<file path="config.mk">
export PLATFORM = sky130hd
export DESIGN_NAME = alu
export DESIGN_NICKNAME = d
export VERILOG_FILES = /design/src/design/cpu_isa_pkg.sv /design/src/design/alu.sv
export SDC_FILE = /design/constraint.sdc
export NUM_CORES = 1
export LEC_CHECK = 0
export BUFFER_PORTS_ARGS = -buffer_cell sky130_fd_sc_hd__buf_2
export CORE_MARGIN = 2
export CORE_UTILIZATION = 57
export DETAILED_ROUTE_END_ITERATION = 16
export GPL_TIMING_DRIVEN = 1
export PLACE_DENSITY = 0.79
export SLEW_MARGIN = 5
export SYNTH_ARGS = -nofsm -noshare
export SYNTH_HDL_FRONTEND = slang
export SYNTH_SLANG_ARGS = --single-unit
</file>
<file path="constraint.sdc">
create_clock -name vclk -period 8.7
set_input_delay 2.61 -clock vclk [all_inputs]
set_output_delay 2.61 -clock vclk [all_outputs]
set_load 0.005 [all_outputs]
</file>
<file path="src/design/cpu_isa_pkg.sv">
`default_nettype none

package cpu_isa_pkg;

   typedef logic [31:0] word_t;
   typedef logic [4:0]  reg_addr_t;
   // Word address into 2048 words
   typedef logic [10:0] mem_addr_t;

   // Bits 31:27 of every instruction
   typedef enum logic [4:0] {
      NOP  = 5'd0,
      LDI  = 5'd1,
      LDM  = 5'd2,
      ST   = 5'd3,
      ALU  = 5'd4,
      JNZ  = 5'd5,
      HALT = 5'd6
   } instr_type_e;

   typedef enum logic [3:0] {
      OP_ADD = 4'd0,
      OP_SUB = 4'd1,
      OP_AND = 4'd2,
      OP_OR  = 4'd3,
      OP_XOR = 4'd4,
      OP_SHL = 4'd5,
      OP_SHR = 4'd6,
      OP_SLT = 4'd7
   } alu_op_e;

   localparam int unsigned TYPE_LSB   = 27;
   localparam int unsigned RD_LSB     = 22;
   localparam int unsigned RA_LSB     = 17;
   localparam int unsigned RB_LSB     = 12;
   localparam int unsigned ALU_OP_LSB = 0;
   localparam int unsigned IMM_W      = 16;

   localparam reg_addr_t REG_ZERO = 5'd0;

endpackage

`default_nettype wire

</file>
<file path="src/design/alu.sv">
`default_nettype none

module alu
   import cpu_isa_pkg::*;
(
   input  wire word_t   a,
   input  wire word_t   b,
   input  wire alu_op_e op,
   output word_t        result
);

   logic [4:0] shamt;
   logic       less;

   // Only the low bits of b count for shifts
   assign shamt = b[4:0];
   assign less  = $signed(a) < $signed(b);

   always_comb begin
      case (op)
         OP_ADD:  result = a + b;
         OP_SUB:  result = a - b;
         OP_AND:  result = a & b;
         OP_OR:   result = a | b;
         OP_XOR:  result = a ^ b;
         OP_SHL:  result = a << shamt;
         OP_SHR:  result = a >> shamt;
         OP_SLT:  result = {31'd0, less};
         default: result = '0;
      endcase
   end

endmodule

`default_nettype wire

</file>
Yosys cells after proc, flatten, opt, wreduce, memory -nomap -nowiden
Cells that the tools add are included.
{"block": "totals", "ff_bits": 0, "in_bits": 68}
{"block": "classes", "addsub": 2, "n_lt_le_gt_ge": 1, "n_eq_ne": 7, "shifts": 2, "n_mux": 1, "bitwise": 3, "n_reduce_logical": 1}
{"op": "32-bit one-hot mux with 8 select lines", "count": 1}
{"op": "32-bit adder", "count": 1}
{"op": "32-bit bitwise AND", "count": 1}
{"op": "32-bit less-than comparator", "count": 1}
{"op": "32-bit bitwise OR", "count": 1}
{"op": "32-bit by 5-bit left shift with 32-bit output", "count": 1}
{"op": "32-bit by 5-bit >> shifter with 32-bit output", "count": 1}
{"op": "32-bit subtractor", "count": 1}
{"op": "32-bit bitwise XOR", "count": 1}
{"op": "4-bit by 3-bit equality test with 1-bit output, second input constant", "count": 4}
{"op": "4-bit by 2-bit equality test with 1-bit output, second input constant", "count": 2}
{"op": "4-bit by 1-bit equality test with 1-bit output, second input constant", "count": 1}
{"op": "4-bit logical NOT", "count": 1}

Depth between registers and ports, before layout
{"block": "logic_depth", "word_depth": 2, "depth_mapped": 16, "mapped_depth_nobuf": 14}

Worst setup path before layout
OpenSTA, ideal clock, no wires.
{"block": "synth_timing", "path_kind": "input to output", "start": "input b[2]", "end": "output result[0]", "arrival_ns": 5.902, "setup_slack_ns": 0.188, "stages": 15, "path_cell_list": "inv_1 buf_1 clkbuf_1 clkbuf_1 ha_1 nor2b_1 o211ai_1 a2111oi_0 a211o_1 o21ai_1 a21oi_2 a21oi_1 o21ai_0 mux2i_1 o21ai_0"}
{"block": "synth_between", "elab_chain_len": 2, "elab_cells_between_ends": 4, "classes_between": "order compare: 1; shift: 2; mux: 1"}
{"item": "from (decl)", "line_no": "alu.sv:7", "text": "input wire word_t b,"}
{"item": "32-bit less-than comparator (tied with other cells)", "line_no": "alu.sv:17", "text": "assign less = $signed(a) < $signed(b);"}
{"item": "32-bit one-hot mux with 8 select lines *", "line_no": "alu.sv:20", "text": "case (op)"}
{"item": "to (decl)", "line_no": "alu.sv:9", "text": "output word_t result"}
Mark *: on every way between the ends. The rest lies on a longest branch, timed or not.

Worst setup path after layout
{"block": "layout_timing", "start": "input a[0]", "end": "output result[16]"}
{"block": "layout_between", "elab_chain_len": 2, "elab_cells_between_ends": 5, "classes_between": "add/sub: 2; shift: 2; mux: 1"}
{"item": "from (decl)", "line_no": "alu.sv:6", "text": "input wire word_t a,"}
{"item": "32-bit subtractor (tied with other cells)", "line_no": "alu.sv:22", "text": "OP_SUB: result = a - b;"}
{"item": "32-bit one-hot mux with 8 select lines *", "line_no": "alu.sv:20"}
Marked as above.

==> results.py <==
metrics = {
    "run_status": {
        "run_status": "completed",
    },
    "cells_and_area": {
        "nClkBuffers": 0,
        "finish.net_count": 1442,
        "layout.core_utilization_pct": 62.9,
        "ff_latch_area_um2": 0,
        "post_route_cells_drive_above_1_share_pct": 15.3,
        "filler_cell_count": 1364,
        "area_growth_pct": 8.64,
        "nFlopsAndLatches": 0,
    },
    "synth": {
        "synth.yosys.seq_area_share_pct": 0,
        "synth.top_cell.area_share_pct": 16.6,
        "syn_area_um2": 7980,
        "synth_top_cells_by_area": "sky130_fd_sc_hd__ha_1 (17%), sky130_fd_sc_hd__o21ai_0 (8.3%), sky130_fd_sc_hd__nor2_1 (7.2%)",
        "synthCells": 1213,
        "synth_unique_cells": 73,
        "syn-mean-instance-area_um2": 6.58,
        "ys_warn_count": 0,
        "postSynthNetCount": 1389,
        "synth_area_leader_cell": "sky130_fd_sc_hd__ha_1",
    },
    "worst_setup_path": {
        "worstPathArrival_ns": 5.92,
        "cp-endpoint": "result[16]",
        "critPathMaxFanout": 7,
        "critical_path.endpoint_type": "output port",
        "category_of_the_most_critical_setup_path": "input port to output port",
        "timing.critical_path.from_type": "input port",
        "required_ns": 6.09,
        "startpoint": "a[0]",
    },
    "grt": {
        "groute.usage.overall_pct": 45.8,
        "globalRouteOverflowTotal": 0,
        "grt_max_degree": 76,
        "grt_pass1_wl_mm": 52.3,
        "number_of_antenna_violations_at_the_first_check_in_global_routing": 2,
        "number_of_global_route_vias_before_repair": 8994,
    },
    "route": {
        "detailedRoute.firstPassIterationCount": 6,
        "route.vias.total": 10088,
        "drt-initial-drc-count": 1529,
        "postRouteAntennaNets": 0,
        "drt_drc_violations_left": 0,
        "routed_length_per_instance_um": 24.5,
        "finalWirelength_mm": 35.4,
        "viasPerCell": 6.98,
    },
    "sta": {
        "hold-worst-slack_ns": 5.76,
        "slew_violations": 0,
        "timing.final.setup_violations": 0,
        "grt_setup_unrepaired": "false",
        "min_period_over_period_pct": 98.1,
        "totalNegativeSetupSlack_ns": 0,
        "worst_slew_margin_relative_to_its_limit_pct": 32.7,
        "fmax_ghz": 0.117,
        "final_hold_viol_count": 0,
        "period_minus_slack_ns": 8.53,
        "post-route-worst-setup-slack_ns": 0.169,
        "timing_worst_slew_pin_value_ns": 0.981,
    },
    "placed_design": {
        "gp_routability_congestion": 1.09,
        "pre_cts_ws_ns": 0.230,
        "detailedPlacementHpwl_mm": 28.3,
        "portBuffers": 100,
    },
    "die": {
        "die_height_um": 122,
        "die_area_um2": 15000,
        "initial_core_util_pct": 57.9,
        "core_area_um2": 13800,
        "io-pin-count": 100,
        "floorplan.rows": 43,
        "die-width_um": 122,
    },
    "clock_tree": {
        "cts.repair_timing.setup_buffer_count": 0,
        "cts_resized": 0,
        "holdBufCountCts": 0,
    },
    "worst_hold_path": {
        "hold_path_class": "input port to output port",
    },
    "job": {
        "maxCapViolCount": 0,
    },
}
==> synthesized netlist by cell type, types with 3 or more instances <==
cell type and n:
sky130_fd_sc_hd__nor4_1 14, sky130_fd_sc_hd__a211o_1 7, sky130_fd_sc_hd__mux4_2 25, sky130_fd_sc_hd__nor3_1 17, sky130_fd_sc_hd__or2_2 3, sky130_fd_sc_hd__o22ai_1 12, sky130_fd_sc_hd__a21boi_0 4, sky130_fd_sc_hd__o311a_1 3
sky130_fd_sc_hd__a211oi_1 17, sky130_fd_sc_hd__ha_1 106, sky130_fd_sc_hd__and3_1 5, sky130_fd_sc_hd__nand3b_1 3, sky130_fd_sc_hd__a221oi_1 16, sky130_fd_sc_hd__nand2b_1 8, sky130_fd_sc_hd__nand4_1 6, sky130_fd_sc_hd__o21bai_1 15
sky130_fd_sc_hd__o21a_1 4, sky130_fd_sc_hd__nand2_1 92, sky130_fd_sc_hd__nor2b_1 3, sky130_fd_sc_hd__or3_1 9, sky130_fd_sc_hd__buf_1 15, sky130_fd_sc_hd__buf_2 19, sky130_fd_sc_hd__nor2_1 153, sky130_fd_sc_hd__inv_1 92
sky130_fd_sc_hd__a21o_1 15, sky130_fd_sc_hd__mux2i_1 57, sky130_fd_sc_hd__clkbuf_1 59, sky130_fd_sc_hd__xor2_1 4, sky130_fd_sc_hd__a31oi_1 12, sky130_fd_sc_hd__o221ai_1 7, sky130_fd_sc_hd__a2111oi_0 3, sky130_fd_sc_hd__xnor2_1 23
sky130_fd_sc_hd__nand3_1 15, sky130_fd_sc_hd__o211ai_1 33, sky130_fd_sc_hd__o21ai_0 133, sky130_fd_sc_hd__o31ai_1 7, sky130_fd_sc_hd__o21ai_1 7, sky130_fd_sc_hd__a22oi_1 28, sky130_fd_sc_hd__a21oi_1 114
==> metal layers <==
layer	part of all wire, %	track usage, %	routed length (um)
met4	3.7	13.9	1300
met1	41	65.7	14400
met2	40	64.7	14200
met5	0	0	0
met3	15	14.8	5450
==> per-stage QoR <==
| step | cells | cell area (um2) |
|---|---|---|
| floorplan | 1213 | 7980 |
| global placement | 1444 | 8660 |
| detailed placement | 1444 | 8660 |
| CTS | 1444 | 8660 |
| global route | 1444 | 8660 |
| finish | 1445 | 8670 |
==> worst max-delay path, cell delays in order <==
cell and delay, ns:
sky130_fd_sc_hd__buf_2 0.14, sky130_fd_sc_hd__inv_1 0.08, sky130_fd_sc_hd__ha_1 0.17, sky130_fd_sc_hd__inv_1 0.06, sky130_fd_sc_hd__fa_1 0.38, sky130_fd_sc_hd__nor2b_1 0.18
sky130_fd_sc_hd__o211ai_1 0.32, sky130_fd_sc_hd__a2111oi_1 0.15, sky130_fd_sc_hd__a211o_1 0.35, sky130_fd_sc_hd__nor3_1 0.35, sky130_fd_sc_hd__o21ai_0 0.13, sky130_fd_sc_hd__a21oi_1 0.16
sky130_fd_sc_hd__o2bb2ai_1 0.09, sky130_fd_sc_hd__xnor2_1 0.16, sky130_fd_sc_hd__o221ai_1 0.38, sky130_fd_sc_hd__buf_2 0.20
==> final cells by class <==
type                            count  area [um2]  area share, %
Timing Repair Buffer              146         848           9.79
Multi-Input combinational cell   1023        7230           83.4
Antenna cell                        1        2.50         0.0289
Tap cell                          180         225           2.60
Inverter                           95         359           4.14
==> placed cells by master, fill, tap and decap left out, drive strengths merged, types with 25 or more instances in the layout <==
| cell | instances |
|---|---|
| buf | 146 |
| a21oi | 115 |
| mux2i | 57 |
| mux4 | 25 |
| nor2 | 153 |
| o21ai | 141 |
| inv | 95 |
| ha | 106 |
| nand2 | 92 |
| a22oi | 28 |
| o211ai | 34 |
==> logic make-up (layout without fill, tap and decap cells) <==
family | after synthesis | after routing | share of synthesized area [%]
adders and majority gates | 108 | 108 | 17.1
other | 0 | 1 | 0
buffers and inverters | 190 | 241 | 9.46
xor gates and xnor gates | 27 | 27 | 2.96
AOI/OAI and AO/OA | 470 | 470 | 37.8
and+or+nand+nor | 334 | 334 | 18.2
muxes | 84 | 84 | 14.5
==> worst min path at each step <==
| stage | startpoint | to | slack (ns) | cells after the start |
|---|---|---|---|---|
| 2_1_floorplan | op[2] | result[28] | 5.42 | 3 |
| 3_3_place_gp | op[1] | result[0] | 5.77 | 4 |
| 3_5_place_dp | op[1] | result[0] | 5.75 | 4 |
| 4_1_cts | op[1] | result[0] | 5.75 | 4 |
| 5_1_grt | op[1] | result[0] | 5.78 | 4 |
| 6_report | op[1] | result[0] | 5.76 | 4 |
