--- src/design/cpu_isa_pkg.sv ---
`default_nettype none

package cpu_isa_pkg;

   typedef logic [31:0] word_t;
   typedef logic [4:0]  reg_addr_t;
   // Word address into 2048 words
   typedef logic [10:0] mem_addr_t;

   // Bits 31:27 of every instruction
   typedef enum logic [4:0] {
      NOP  = 5'd0,
      LDI  = 5'd1,
      LDM  = 5'd2,
      ST   = 5'd3,
      ALU  = 5'd4,
      JNZ  = 5'd5,
      HALT = 5'd6
   } instr_type_e;

   typedef enum logic [3:0] {
      OP_ADD = 4'd0,
      OP_SUB = 4'd1,
      OP_AND = 4'd2,
      OP_OR  = 4'd3,
      OP_XOR = 4'd4,
      OP_SHL = 4'd5,
      OP_SHR = 4'd6,
      OP_SLT = 4'd7
   } alu_op_e;

   localparam int unsigned TYPE_LSB   = 27;
   localparam int unsigned RD_LSB     = 22;
   localparam int unsigned RA_LSB     = 17;
   localparam int unsigned RB_LSB     = 12;
   localparam int unsigned ALU_OP_LSB = 0;
   localparam int unsigned IMM_W      = 16;

   localparam reg_addr_t REG_ZERO = 5'd0;

endpackage

`default_nettype wire

--- src/design/cpu_ctrl_pkg.sv ---
`default_nettype none

package cpu_ctrl_pkg;

   typedef enum logic [2:0] {
      FETCH = 3'd0,
      ISSUE = 3'd1,
      READ  = 3'd2,
      EXEC  = 3'd3,
      WB    = 3'd4
   } stage_e;

   typedef enum logic {
      IDLE = 1'b0,
      RUN  = 1'b1
   } run_state_e;

   // Write-back source select
   typedef logic [1:0] wb_sel_t;

   localparam wb_sel_t WB_IMM = 2'd0;
   localparam wb_sel_t WB_ALU = 2'd1;
   localparam wb_sel_t WB_MEM = 2'd2;

endpackage

`default_nettype wire

--- src/design/cpu_ifs.sv ---
`default_nettype none

// Main memory port; rdata follows raddr by one cycle
interface mem_if import cpu_isa_pkg::*; ();

   mem_addr_t raddr;
   word_t     rdata;
   mem_addr_t waddr;
   word_t     wdata;
   logic      wen;

   modport core (output raddr, output waddr, output wdata, output wen, input rdata);
   modport mem (input raddr, input waddr, input wdata, input wen, output rdata);

endinterface

// Register file port; read data is registered
interface rf_if import cpu_isa_pkg::*; ();

   reg_addr_t rd_addr0;
   reg_addr_t rd_addr1;
   word_t     rd_data0;
   word_t     rd_data1;
   reg_addr_t wr_addr;
   word_t     wr_data;
   logic      wr_en;

   modport ctrl (output rd_addr0, output rd_addr1, output wr_addr, output wr_en,
                 input rd_data0, input rd_data1);
   modport file (input rd_addr0, input rd_addr1, input wr_addr, input wr_en,
                 output rd_data0, output rd_data1, output wr_data);

endinterface

`default_nettype wire

--- src/design/fetch_sequencer.sv ---
`default_nettype none

module fetch_sequencer
   import cpu_isa_pkg::*, cpu_ctrl_pkg::*;
#(
   parameter int MEM_DEPTH = 2048
) (
   input  wire     clk,
   input  wire     rst,
   input  wire     start,
   output logic    halted,
   output logic    busy,
   mem_if.core     mem,
   rf_if.ctrl      rf,
   output alu_op_e alu_op,
   output word_t   imm,
   output wb_sel_t wb_sel
);

   localparam mem_addr_t ADDR_MASK = mem_addr_t'(MEM_DEPTH - 1);

   stage_e      stage;
   run_state_e  run_state;
   mem_addr_t   pc;
   word_t       ir;
   instr_type_e itype;
   logic        jump_taken;

   assign busy  = (run_state == RUN);
   assign itype = instr_type_e'(ir[TYPE_LSB +: 5]);

   // Condition in ra, target in rb
   assign jump_taken = (itype == JNZ) && (rf.rd_data0 != '0);

   always_ff @(posedge clk or negedge rst) begin
      if (!rst) begin
         run_state <= IDLE;
         stage     <= FETCH;
         pc        <= '0;
         halted    <= 1'b0;
      end else if (run_state == IDLE) begin
         if (start) begin
            run_state <= RUN;
            pc        <= '0;
            halted    <= 1'b0;
         end
      end else begin
         case (stage)
            FETCH: stage <= ISSUE;
            ISSUE: stage <= READ;
            READ:  stage <= EXEC;
            EXEC:  stage <= WB;
            default: begin
               stage <= FETCH;
               if (itype == HALT) begin
                  run_state <= IDLE;
                  halted    <= 1'b1;
               end else if (jump_taken) begin
                  pc <= mem_addr_t'(rf.rd_data1) & ADDR_MASK;
               end else begin
                  pc <= (pc + 1'b1) & ADDR_MASK;
               end
            end
         endcase
      end
   end

   // Instruction word arrives from memory during ISSUE
   always_ff @(posedge clk) begin
      if (busy && stage == ISSUE) begin
         ir <= mem.rdata;
      end
   end

   assign rf.rd_addr0 = ir[RA_LSB +: 5];
   assign rf.rd_addr1 = ir[RB_LSB +: 5];
   assign rf.wr_addr  = ir[RD_LSB +: 5];
   assign rf.wr_en    = busy && (stage == WB) && (itype inside {LDI, LDM, ALU});

   assign wb_sel = (itype == LDI) ? WB_IMM : (itype == LDM) ? WB_MEM : WB_ALU;
   assign alu_op = alu_op_e'(ir[ALU_OP_LSB +: 4]);
   assign imm    = {{(32 - IMM_W){ir[IMM_W-1]}}, ir[IMM_W-1:0]};

   // Load address from ra in EXEC, otherwise the PC
   assign mem.raddr = (stage == EXEC && itype == LDM) ?
                      (mem_addr_t'(rf.rd_data0) & ADDR_MASK) : pc;
   assign mem.waddr = mem_addr_t'(rf.rd_data0) & ADDR_MASK;
   assign mem.wdata = rf.rd_data1;
   assign mem.wen   = busy && (stage == EXEC) && (itype == ST);

   assert property (@(posedge clk) disable iff (!rst)
      (run_state == IDLE) |-> (stage == FETCH));

   assert property (@(posedge clk) disable iff (!rst) !(halted && busy));

endmodule

`default_nettype wire

--- src/flat_wrapper.sv ---
// flat-port wrapper written by rule: the top's interface ports become plain ports
module fetch_sequencer_flat import cpu_isa_pkg::*, cpu_ctrl_pkg::*;
#(
   parameter int MEM_DEPTH = 2048
)
  (clk, rst, start, halted, busy, alu_op, imm, wb_sel, mem_raddr, mem_waddr, mem_wdata, mem_wen, mem_rdata, rf_rd_addr0, rf_rd_addr1, rf_wr_addr, rf_wr_en, rf_rd_data0, rf_rd_data1);
  mem_if mem_i ();
  rf_if rf_i ();
  input  wire clk;
  input  wire rst;
  input  wire start;
  output logic halted;
  output logic busy;
  output alu_op_e alu_op;
  output word_t imm;
  output wb_sel_t wb_sel;
  output wire logic [$bits(mem_i.raddr)-1:0] mem_raddr;
  output wire logic [$bits(mem_i.waddr)-1:0] mem_waddr;
  output wire logic [$bits(mem_i.wdata)-1:0] mem_wdata;
  output wire logic [$bits(mem_i.wen)-1:0] mem_wen;
  input wire logic [$bits(mem_i.rdata)-1:0] mem_rdata;
  output wire logic [$bits(rf_i.rd_addr0)-1:0] rf_rd_addr0;
  output wire logic [$bits(rf_i.rd_addr1)-1:0] rf_rd_addr1;
  output wire logic [$bits(rf_i.wr_addr)-1:0] rf_wr_addr;
  output wire logic [$bits(rf_i.wr_en)-1:0] rf_wr_en;
  input wire logic [$bits(rf_i.rd_data0)-1:0] rf_rd_data0;
  input wire logic [$bits(rf_i.rd_data1)-1:0] rf_rd_data1;
  assign mem_raddr = mem_i.raddr;
  assign mem_waddr = mem_i.waddr;
  assign mem_wdata = mem_i.wdata;
  assign mem_wen = mem_i.wen;
  assign mem_i.rdata = mem_rdata;
  assign rf_rd_addr0 = rf_i.rd_addr0;
  assign rf_rd_addr1 = rf_i.rd_addr1;
  assign rf_wr_addr = rf_i.wr_addr;
  assign rf_wr_en = rf_i.wr_en;
  assign rf_i.rd_data0 = rf_rd_data0;
  assign rf_i.rd_data1 = rf_rd_data1;
  fetch_sequencer #(.MEM_DEPTH(MEM_DEPTH)) u_core (.clk(clk), .rst(rst), .start(start), .halted(halted), .busy(busy), .mem(mem_i), .rf(rf_i), .alu_op(alu_op), .imm(imm), .wb_sel(wb_sel));
endmodule
--- config.mk ---
export PLATFORM = sky130hd
export DESIGN_NAME = fetch_sequencer_flat
export DESIGN_NICKNAME = d
export VERILOG_FILES = /design/src/design/cpu_isa_pkg.sv /design/src/design/cpu_ctrl_pkg.sv /design/src/design/cpu_ifs.sv /design/src/design/fetch_sequencer.sv /design/src/flat_wrapper.sv
export SDC_FILE = /design/constraint.sdc
export NUM_CORES = 1
export LEC_CHECK = 0
export BUFFER_PORTS_ARGS = -buffer_cell sky130_fd_sc_hd__buf_2
export CORE_MARGIN = 10
export CORE_UTILIZATION = 40
export CTS_BUF_LIST = sky130_fd_sc_hd__clkbuf_16
export CTS_CLUSTER_DIAMETER = 100
export CTS_CLUSTER_SIZE = 40
export DETAILED_ROUTE_END_ITERATION = 8
export PLACE_DENSITY = 0.84
export SLEW_MARGIN = 40
export SYNTH_ARGS = -nofsm -noshare
export SYNTH_HDL_FRONTEND = slang
export SYNTH_SLANG_ARGS = --single-unit
--- constraint.sdc ---
create_clock -name clk -period 7.3 [get_ports clk]
set_input_delay 1.095 -clock clk [delete_from_list [all_inputs] [get_ports clk]]
set_output_delay 1.095 -clock clk [all_outputs]
set_load 0.03 [all_outputs]
# Word-level counts from Yosys, hierarchy flattened
# Index checks and enable logic that the tools add are counted.
[word_totals]
rom_bits = 0
regBits = 48
mem_bits_rw = 0
wordCells = 50
latchBits = 0
out_inout_bits = 111
mem_count = 0
[classes]
n_div = 0
shifts = 0
magnitude_cmp = 0
n_mul = 0
n_mux = 17
n_bitwise = 0
eq_ne = 13
addsub = 1
reduce_logical = 14
[ops]
columns = ["cell", "n"]
rows = [
  ["2-to-1 mux 11 bit", 6],
  ["nonzero test 32 bit", 1],
  ["== test 5 x 3 -> 1 bit (second input constant)", 3],
  ["case mux 3 bit (4 select lines)", 1],
  ["adder 11 x 1 -> 11 bit (second input constant)", 1],
  ["== test 5 x 2 -> 1 bit (second input constant)", 2],
  ["2-to-1 mux 1 bit", 8],
  ["logical AND 1 bit", 7],
  ["== test 3 x 2 -> 1 bit (second input constant)", 2],
  ["!= test 2 bit (second input constant)", 3],
  ["AND reduction 3 bit", 2],
  ["== test 5 x 1 -> 1 bit (second input constant)", 1],
  ["2-to-1 mux 2 bit", 2],
  ["OR reduction 4 bit", 1],
  ["== test 3 x 1 -> 1 bit (second input constant)", 1],
  ["== test 3 bit (second input constant)", 1],
  ["zero test 3 bit", 1],
  ["nonzero test 3 bit", 1],
  ["nonzero test 2 bit", 1],
]

# Logic depth before layout (Yosys ltp)
# Gate-level depths: netlist (run 1).
[depth]
depth_word = 6
mapped_depth = 6
mapped_depth_nobuf = 6

# Least setup slack after synthesis (run 1)
# Ideal clock, no wire load.
[synth_timing]
path_type = "register to register"
from = "reg u_core.run_state, in the netlist u_core.busy"
to = "reg u_core.ir[0] (enable)"
path_stages_with_launch = 3
required_ns = 6.784
period_less_slack_ns = 4.654
setup_time_ns = 0.516
setup_slack_ns = 2.646
arrival_time_ns = 4.137
cell_sequence = "dfrtp_1 > inv_2 > nor4b_1"
[synth_between]
elab_chain_len = 1
[synth_rtl]
columns = ["element", "line_no", "source"]
rows = [
  ["from (decl)", "fetch_sequencer.sv:23", "run_state_e run_state;"],
  ["from (signal assigned)", "fetch_sequencer.sv:37", "run_state <= IDLE;"],
  ["from (signal assigned)", "fetch_sequencer.sv:43", "run_state <= RUN;"],
  ["from (signal assigned)", "fetch_sequencer.sv:56", "run_state <= IDLE;"],
  ["logical AND 1 bit", "fetch_sequencer.sv:70", "if (busy && stage == ISSUE) begin"],
  ["to (signal assigned)", "fetch_sequencer.sv:71", "ir <= mem.rdata;"],
  ["to (decl)", "fetch_sequencer.sv:25", "word_t ir;"],
]
# No other way between the ends.
# A chain may end at the register's enable or synchronous reset.

# Final worst setup path (run 1)
[layout_timing]
from = "reg u_core.ir[29]"
to = "out mem_raddr[1]"
[layout_between]
elab_chain_len = 3
[layout_rtl]
columns = ["element", "line_no", "source"]
rows = [
  ["== test 5 x 2 -> 1 bit", "fetch_sequencer.sv:85", "assign mem.raddr = (stage == EXEC && itype == LDM) ?"],
  ["logical AND 1 bit", "fetch_sequencer.sv:85", ""],
  ["2-to-1 mux 11 bit", "fetch_sequencer.sv:85", ""],
  ["to (decl)", "flat_wrapper.sv:17", "output wire logic [$bits(mem_i.raddr)-1:0] mem_raddr;"],
]
# No other way between the ends.

==> impl_metrics.tcl, run 1 <==
set metrics [dict create \
    endpoint "mem_raddr[1]" \
    row_count 31 \
    start_util_pct 41.0 \
    via_per_inst 4.96 \
    layout.cells.non_filler 449 \
    synthCells 273 \
    hold_class "register to register" \
    synth.avg_cell_area_sq_um 10.8 \
    synth_nets 373 \
    ir_drop_mv 0.195 \
    grt-ovfl-total 0 \
    track_usage_pct 13.5 \
    start_kind "register" \
    ys_warn_count 0 \
    worst_pin_slew_ns 0.616 \
    clock_latency_ns 0.28 \
    timing.fmax_mhz 292 \
    grt_pass1_wl_um 12400 \
    clk_pin_slew_ns 0.06 \
    crit_type "register to output port" \
    drc 0 \
    synth_ff_type "edfxtp_1" \
    relSlewSlack_pct 58.9 \
    cts_hold_buf 0 \
    fin_crit_ns 3.43 \
    finalSetupTns_ns 0 \
    crit_start "u_core.ir[29]" \
    async_flop_share_pct 33.3 \
    fp.dieH_um 106 \
    vias 2225 \
    synthDistinctLibCells 39 \
    final.period_utilization_pct 46.9 \
    routabilityCongestion 0.883 \
    cp.required_ns 6.20 \
    cp-end-kind "output port" \
    cts_made_buffers 5 \
    yosys.area.top_type "edfxtp_1" \
    finalMaxSlewViolations 0 \
    num_io_pins 210 \
    dp_hpwl_um 6510 \
    post_cts_resize_count 0 \
    arrival_ns 2.33 \
    ys_seq_elements 48 \
    rsz0062_at_grt "no" \
    dr.pass1.iters 4 \
    synth_top_cell_area_share_pct 32.5 \
    grt_max_degree 34 \
    hold_viol 0 \
    area_growth_pct 13.2 \
    wl_per_cell_um 17.9 \
    cts.sinks 48 \
    worst-r2r-cell-count 6 \
    placed_cells 441 \
    worstReg2RegEnd "u_core.pc[0]" \
    htreeDepth 2 \
    power_density_nw_per_um2 378 \
    root_buffer "clkbuf_16" \
    rr_startpoint "u_core.ir[30]" \
    nNetsFinal 449 \
    cts_max_path_buffers 2 \
    port_buffers 167 \
    nFillCells 671 \
    die_x_um 106 \
    synth_area_sq_um 2960 \
    drt_iter0_markers 147 \
    reg2reg_setup_slack_ns 5.52 \
    drive_above_1_share_pct 55.1 \
    post-cts-setup-buffers 0 \
    maxCapViolCount 0 \
    synth_edf_count 32 \
    core_sq_um 7210 \
    ys_seq_area_share_pct 46.0 \
    wirelength_um 8040 \
    diodes 0 \
    setup_viol 0 \
    synthTopCellsByArea "edfxtp_1, buf_4, dfrtp_1, mux2_1, nor4_2" \
    power_leakage_nw 1.59 \
    antenna_found_initial 0 \
    design.die.area_sq_um 11200 \
    cts_tree "done" \
    skew_ns 0.00598 \
    outcome "complete, no violations" \
    grt_pass1_vias 2384 \
    critical_path.max_fanout 11 \
    ant_nets 0 \
]
-- stage by stage --
stage / hold slack, ns / total power (W) / area, sq um / utilization, % / setup WS [ns]
after floorplan: 0.482 / 0.00101 / 2960 / - / 2.65
after global placement: 0.511 / 0.00104 / 3200 / 44.3 / 4.10
after detailed placement: 0.524 / 0.00105 / 3200 / 44.3 / 4.01
after global routing: 0.584 / 0.00134 / 3350 / 46.4 / 3.73
after CTS: 0.539 / 0.00127 / 3340 / 46.3 / 3.69
final: 0.540 / 0.00127 / 3350 / 46.4 / 3.87
-- cell usage in the layout, fill, tap and decap left out, drive strengths merged --
master,synthesis,layout
a21o,2,2
a21oi,2,2
a31o,1,1
a31oi,1,1
a32oi,9,9
and2,2,2
and3,9,9
buf,99,169
clkbuf,1,5
clkinv,0,1
clkinvlp,0,1
dfrtp,16,16
edfxtp,32,32
ha,1,1
inv,3,4
mux2,11,11
nand2,16,16
nand3,9,9
nand4,3,3
nor2,6,6
nor2b,6,6
nor3,8,8
nor3b,1,1
nor4,10,10
nor4b,1,1
o2111a,1,1
o2111ai,1,1
o211ai,3,3
o21ai,14,14
o311ai,1,1
or2,1,1
or3,2,2
xor2,1,1
-- cells by family (layout without fill, tap and decap cells) --
logic type                 Yosys count  count (layout)  share of synthesized area [%]
AOI/OAI and AO/OA                   35              35                           8.38
xor gates and xnor gates             1               1                          0.296
adders and majority gates            1               1                          0.423
buffers and inverters              103             180                           25.5
DFF                                 48              48                           46.0
muxes                               11              11                           4.19
and+or+nand+nor                     74              74                           15.2
-- registers in the layout, indices dropped and copies added, names as in the netlist --
signal,flops
u_core.busy,1
u_core.halted,1
u_core.ir,32
u_core.pc,11
u_core.stage,3
-- how the worst min path moves through the flow --
stage,cells past startpoint,end,startpoint,slack [ns]
4_1_cts,2,u_core.pc[1],u_core.pc[1],0.54
3_5_place_dp,2,u_core.pc[1],u_core.pc[1],0.52
2_1_floorplan,2,u_core.pc[1],u_core.pc[1],0.48
5_1_grt,2,u_core.pc[1],u_core.pc[1],0.58
3_3_place_gp,2,u_core.pc[10],u_core.pc[10],0.51
6_report,2,u_core.pc[1],u_core.pc[1],0.54
-- per-layer routing --
metal	global-route usage, %	wire length, um	up-vias
li1	-	-	1038
met5	0	0	-
met3	4.59	706	12
met1	13.1	2750	1062
met4	4.26	100	0
met2	26.1	4490	113
-- where the power goes --
group	internal, W	leakage (nW)	switching (W)	total (W)
combinational	0.000156	1.02	0.000415	0.000572
clock	0.000126	0.0678	0.0000953	0.000221
sequential	0.000400	0.502	0.0000721	0.000472
-- critical path, stage by stage (launching register included) --
cell and delay [ns]:
edfxtp_1 0.53, nor3_2 0.21, and2_1 0.18, nor3b_4 0.55, mux2_1 0.39, buf_2 0.19
-- final cells by class --
class	instances	area [sq um]	share of cell area, %
repair buffers	169	851	25.4
flip-flops and latches	48	1360	40.7
clock inverters	3	17.5	0.523
multi-input cells	122	858	25.6
inverters	3	11.3	0.336
clock buffers	5	125	3.74
well taps	99	124	3.70
-- synth_stat cells, types with 7 or more instances --
master and count:
nand3_1 9, buf_4 95, and3_1 9, dfrtp_1 16, a32oi_1 9, nor4_2 7, nor3_1 7, edfxtp_1 32
o21ai_0 9, nand2_1 16, mux2_1 11
(Power assumes the default switching activity.)
==> inputs of run 2 (changes only) <==
--- a/config.mk
+++ b/config.mk
@@ -7,12 +7,12 @@
 export LEC_CHECK = 0
 export BUFFER_PORTS_ARGS = -buffer_cell sky130_fd_sc_hd__buf_2
 export CORE_MARGIN = 10
-export CORE_UTILIZATION = 40
+export CORE_UTILIZATION = 37
 export CTS_BUF_LIST = sky130_fd_sc_hd__clkbuf_16
 export CTS_CLUSTER_DIAMETER = 100
 export CTS_CLUSTER_SIZE = 40
 export DETAILED_ROUTE_END_ITERATION = 8
-export PLACE_DENSITY = 0.84
+export PLACE_DENSITY = 0.81
 export SLEW_MARGIN = 40
 export SYNTH_ARGS = -nofsm -noshare
 export SYNTH_HDL_FRONTEND = slang
==> constraint.sdc (replaced) <==
create_clock -name clk -period 2.94 [get_ports clk]
set_input_delay 0.441 -clock clk [delete_from_list [all_inputs] [get_ports clk]]
set_output_delay 0.441 -clock clk [all_outputs]
set_load 0.03 [all_outputs]
==> impl_metrics.tcl, run 2 (synthesized netlist as in run 1, its figures left out) <==
set metrics [dict create \
    start_util_pct 38.1 \
    root_buffer "clkbuf_16" \
    critical_path.max_fanout 11 \
    routabilityCongestion 0.845 \
    rsz0062_at_grt "no" \
    finalInstanceArea_sq_um 3390 \
    core_sq_um 7770 \
    dp_hpwl_um 6900 \
    final_common_cell "buf_2" \
    via_per_inst 4.91 \
    wirelength_um 8230 \
    skew_ns 0.00983 \
    ir_drop_mv 0.289 \
    dpl_cell_area_sq_um 3220 \
    grt_pass1_vias 2354 \
    final_cell_mix "buf_2, edfxtp_1, nand2_1, dfrtp_1, mux2_1" \
    crit_type "register to output port" \
    power_density_nw_per_um2 949 \
    power_leakage_nw 1.61 \
    grt-ovfl-total 0 \
    die_x_um 109 \
    maxCapViolCount 0 \
    largest_reg_flops 32 \
    finalSetupTns_ns 0 \
    slowest_stage "edfxtp_1" \
    outcome "complete, no violations" \
    worst_pin_slew_ns 0.493 \
    design.die.area_sq_um 12000 \
    wl_per_cell_um 18.1 \
    num_io_pins 210 \
    cp-end-kind "output port" \
    cts_max_path_buffers 2 \
    drc 0 \
    clk_pin_slew_ns 0.07 \
    top_register "u_core.ir" \
    cp_slowest_stage_delay_ns 0.54 \
    finalMaxSlewViolations 0 \
    setup_viol 0 \
    nFillCells 762 \
    cts_made_buffers 5 \
    antenna_found_initial 2 \
    ant_nets 0 \
    relSlewSlack_pct 67.2 \
    area_growth_pct 14.7 \
    grt_pass1_wl_um 12200 \
    final.period_utilization_pct 86.9 \
    cts_hold_buf 0 \
    post_cts_resize_count 0 \
    cts_tree "done" \
    track_usage_pct 12.8 \
    timing.fmax_mhz 391 \
    hold_class "input port to async pin" \
    vias 2235 \
    cts.sinks 48 \
    ff_latch_area_sq_um 1360 \
    nNetsFinal 451 \
    top_regs "u_core.ir x32, u_core.pc x11, u_core.stage x3" \
    drt_iter0_markers 86 \
    dr.pass1.iters 4 \
    cp.required_ns 2.50 \
    start_kind "register" \
    fp.dieH_um 109 \
    arrival_ns 2.11 \
    multi_input_area_sq_um 857 \
    post-cts-setup-buffers 0 \
    hold_viol 0 \
    htreeDepth 2 \
    path_cells "nor3_2 > and2_1 > nor3b_2 > buf_4 > mux2_1 > buf_2" \
    row_count 32 \
    fin_crit_ns 2.55 \
    grt_max_degree 33 \
    port_buffers 167 \
    clock_latency_ns 0.28 \
    drive_above_1_share_pct 55.4 \
    fin_util_pct 43.7 \
]
-- run 2: cell count changes in the layout (fill, tap and decap cells not counted) --
cell,change
nor4b_4,+1
nor3b_2,+1
nor4b_2,-1
clkinv_1,-1
a21oi_1,+1
a21oi_2,-1
clkinvlp_4,+1
bufinv_16,+1
inv_6,-1
buf_4,+2
nor3b_4,-1
diode_2,+1
-- run 2: layer usage --
layer	vias to the layer above	global-route usage [%]	wire length (um)
li1	1047	-	-
met1	1038	12.9	2690
met2	138	22.7	4220
met3	10	6.61	1210
met4	2	3.44	88
met5	-	0	13
-- run 2: metrics by stage --
stage | hold slack, ns | total power (W) | cells | worst slack [ns]
3_5_place_dp | 0.384 | 0.00262 | 446 | 0.686
4_1_cts | 0.0766 | 0.00327 | 454 | 0.360
6_report | 0.0700 | 0.00322 | 455 | 0.385
5_1_grt | 0.102 | 0.00342 | 455 | 0.242
3_3_place_gp | 0.379 | 0.00259 | 446 | 0.776
2_1_floorplan | 0.145 | 0.00250 | 273 | 0.617
-- run 2: final timing paths --
check	startpoint	to	slack (ns)	cells past startpoint
setup / recovery	u_core.ir[29]	mem_raddr[10]	0.39	6
hold / removal	rst	u_core.pc[8]	0.07	1
setup reg to reg	u_core.pc[0]	u_core.pc[10]	1.17	6
hold reg to reg	u_core.halted	u_core.halted	0.55	2
max in group asynchronous	rst	u_core.stage[0]	2.59	1
min in group clk	mem_rdata[29]	u_core.ir[29]	0.33	1
-- run 2: cell type report --
cell class	instances	share of cell area (%)
clock buffer	5	3.69
antenna	1	0.0737
inverter	3	0.332
tap	102	3.76
sequential	48	40.1
timing repair buffer	171	25.5
clock inverter	3	1.25
multi-input combinational	122	25.3
-- run 2: report_power, final --
part | leakage (nW) | total [W] | switching, W | internal, W
logic | 1.03 | 0.00141 | 0.00101 | 0.000403
registers | 0.502 | 0.00117 | 0.000175 | 0.000994
clock network | 0.0760 | 0.000636 | 0.000237 | 0.000399
-- run 2: worst max-delay path: cells and delay by family, from the launching register on --
kind / cells / cell delay, ns
mux: 1 / 0.34
flops: 1 / 0.54
simple gates: 3 / 0.53
buf+inv: 2 / 0.41
==> inputs of run 3 (changes only) <==
--- a/config.mk
+++ b/config.mk
@@ -6,13 +6,15 @@
 export NUM_CORES = 1
 export LEC_CHECK = 0
 export BUFFER_PORTS_ARGS = -buffer_cell sky130_fd_sc_hd__buf_2
+export CELL_PAD_IN_SITES_DETAIL_PLACEMENT = 1
+export CELL_PAD_IN_SITES_GLOBAL_PLACEMENT = 1
 export CORE_MARGIN = 10
-export CORE_UTILIZATION = 37
+export CORE_UTILIZATION = 26
 export CTS_BUF_LIST = sky130_fd_sc_hd__clkbuf_16
 export CTS_CLUSTER_DIAMETER = 100
 export CTS_CLUSTER_SIZE = 40
 export DETAILED_ROUTE_END_ITERATION = 8
-export PLACE_DENSITY = 0.81
+export PLACE_DENSITY_LB_ADDON = 0.1
 export SLEW_MARGIN = 40
 export SYNTH_ARGS = -nofsm -noshare
 export SYNTH_HDL_FRONTEND = slang
==> impl_metrics.tcl, run 3 (synthesized netlist as in run 1, its figures left out) <==
set metrics [dict create \
    nNetsFinal 451 \
    routabilityCongestion 0.714 \
    track_usage_pct 10.8 \
    area_growth_pct 17.2 \
    ir_drop_mv 0.356 \
    power_density_nw_per_um2 969 \
    relSlewSlack_pct 65.8 \
    skew_ns 0.00398 \
    grt_use_met1_pct 12.3 \
    cts_hold_buf 0 \
    fin_crit_ns 2.58 \
    arrival_ns 2.14 \
    worstReg2RegEnd "u_core.pc[10]" \
    final_common_cell "buf_2" \
    nFillCells 1294 \
    design.die.area_sq_um 16000 \
    start_util_pct 26.9 \
    dr.pass1.iters 4 \
    rsz0062_at_grt "no" \
    final.period_utilization_pct 87.8 \
    via_per_inst 4.52 \
    maxCapViolCount 0 \
    htreeDepth 2 \
    root_buffer "clkbuf_16" \
    row_count 38 \
    power_leakage_nw 1.63 \
    die_x_um 127 \
    cp_slowest_stage_delay_ns 0.55 \
    vias 2225 \
    critical_path.max_fanout 11 \
    dp_hpwl_um 7350 \
    drive_above_1_share_pct 55.4 \
    outcome "complete, no violations" \
    final_cell_mix "buf_2, edfxtp_1, nand2_1, dfrtp_1, mux2_1" \
    port_buffers 167 \
    grt_pass1_vias 2472 \
    dpl_cell_area_sq_um 3280 \
    hold_class "input port to async pin" \
    rr_startpoint "u_core.pc[0]" \
    finalMaxSlewViolations 0 \
    fp.dieH_um 127 \
    cts_made_buffers 5 \
    cts_max_path_buffers 2 \
    slowest_stage "edfxtp_1" \
    largest_reg_flops 32 \
    timing.fmax_mhz 387 \
    crit_type "register to output port" \
    cts_tree "done" \
    start_kind "register" \
    drt_iter0_markers 94 \
    post_cts_resize_count 0 \
    hold_viol 0 \
    grt_pass1_wl_um 14000 \
    drc 0 \
    reg2reg_setup_slack_ns 1.14 \
    cp-end-kind "output port" \
    busiest_layer "met2" \
    top_register "u_core.ir" \
    grt_max_degree 34 \
    cp.required_ns 2.50 \
    diodes 0 \
    antenna_found_initial 0 \
    path_cells "nor3_2 > and2_1 > nor3b_2 > buf_4 > mux2_1 > buf_2" \
    worst-r2r-cell-count 6 \
    cts.sinks 48 \
    num_io_pins 210 \
    wl_per_cell_um 18.6 \
    clk_pin_slew_ns 0.07 \
    top_regs "u_core.ir x32, u_core.pc x11, u_core.stage x3" \
    core_sq_um 11000 \
    clock_latency_ns 0.29 \
    setup_viol 0 \
    post-cts-setup-buffers 0 \
    finalInstanceArea_sq_um 3470 \
    wirelength_um 9180 \
    worst_pin_slew_ns 0.513 \
    use_met3_pct 4.21 \
    finalSetupTns_ns 0 \
    grt-ovfl-total 0 \
    grt_util_met2_pct 18.4 \
    ant_nets 0 \
]
-- run 3: cell types whose count changed in the layout (fill, tap and decap cells not counted) --
cell and change:
clkinvlp_2 -1, clkinvlp_4 -1, bufinv_16 +1, diode_2 -1, a31oi_1 -1, a31oi_2 +1, inv_1 +1
-- run 3: layout make-up --
class / count / area [sq um] / share of cell area [%]
inverters: 3 / 11.3 / 0.325
well taps: 140 / 175 / 5.05
repair buffers: 171 / 866 / 25.0
multi-input cells: 122 / 863 / 24.9
flip-flops and latches: 48 / 1360 / 39.3
clock buffers: 5 / 125 / 3.61
clock inverters: 3 / 63.8 / 1.84
-- run 3: how the worst max path moves through the flow --
stage / from / to / slack, ns / cells past startpoint
2_1_floorplan: u_core.ir[29] / mem_raddr[0] / 0.62 / 6
3_3_place_gp: u_core.ir[29] / mem_raddr[10] / 0.73 / 6
3_5_place_dp: u_core.ir[29] / mem_raddr[5] / 0.65 / 6
4_1_cts: u_core.ir[29] / mem_raddr[5] / 0.34 / 6
5_1_grt: u_core.ir[29] / mem_raddr[9] / 0.19 / 6
6_report: u_core.ir[29] / mem_raddr[5] / 0.36 / 6
-- run 3: worst max-delay path: cells and delay by family, from the launching register on --
kind | cells | cell delay [ns]
multiplexers | 1 | 0.34
buffers and inverters | 2 | 0.43
AND/OR/NAND/NOR | 3 | 0.52
flip-flops | 1 | 0.55
-- run 3: routing by layer --
layer  part of all wire (%)  vias to the layer above  wire length, um
met1                     40                     1065             3700
met3                    8.6                       12              790
li1                       -                     1049                -
met5                      0                        -                0
met2                     50                       99             4620
met4                   0.75                        0               69
-- run 3: power breakdown --
part           leakage [nW]  total (W)  internal (W)  switching [W]
combinational          1.03    0.00144      0.000404        0.00103
clock                0.0952   0.000742      0.000485       0.000257
sequential            0.502    0.00118      0.000993       0.000183
total                  1.63    0.00336       0.00188        0.00147
-- run 3: per-stage QoR --
step                hold WS [ns]  total power, W  cells  utilization, %  worst slack [ns]
finish                    0.0807         0.00336    492            31.6             0.359
CTS                       0.0888         0.00343    492            31.6             0.338
detailed placement         0.403         0.00267    484            29.8             0.645
floorplan                  0.145         0.00250    273               -             0.617
global route               0.104         0.00357    492            31.6             0.193
global placement           0.405         0.00266    484            29.8             0.732
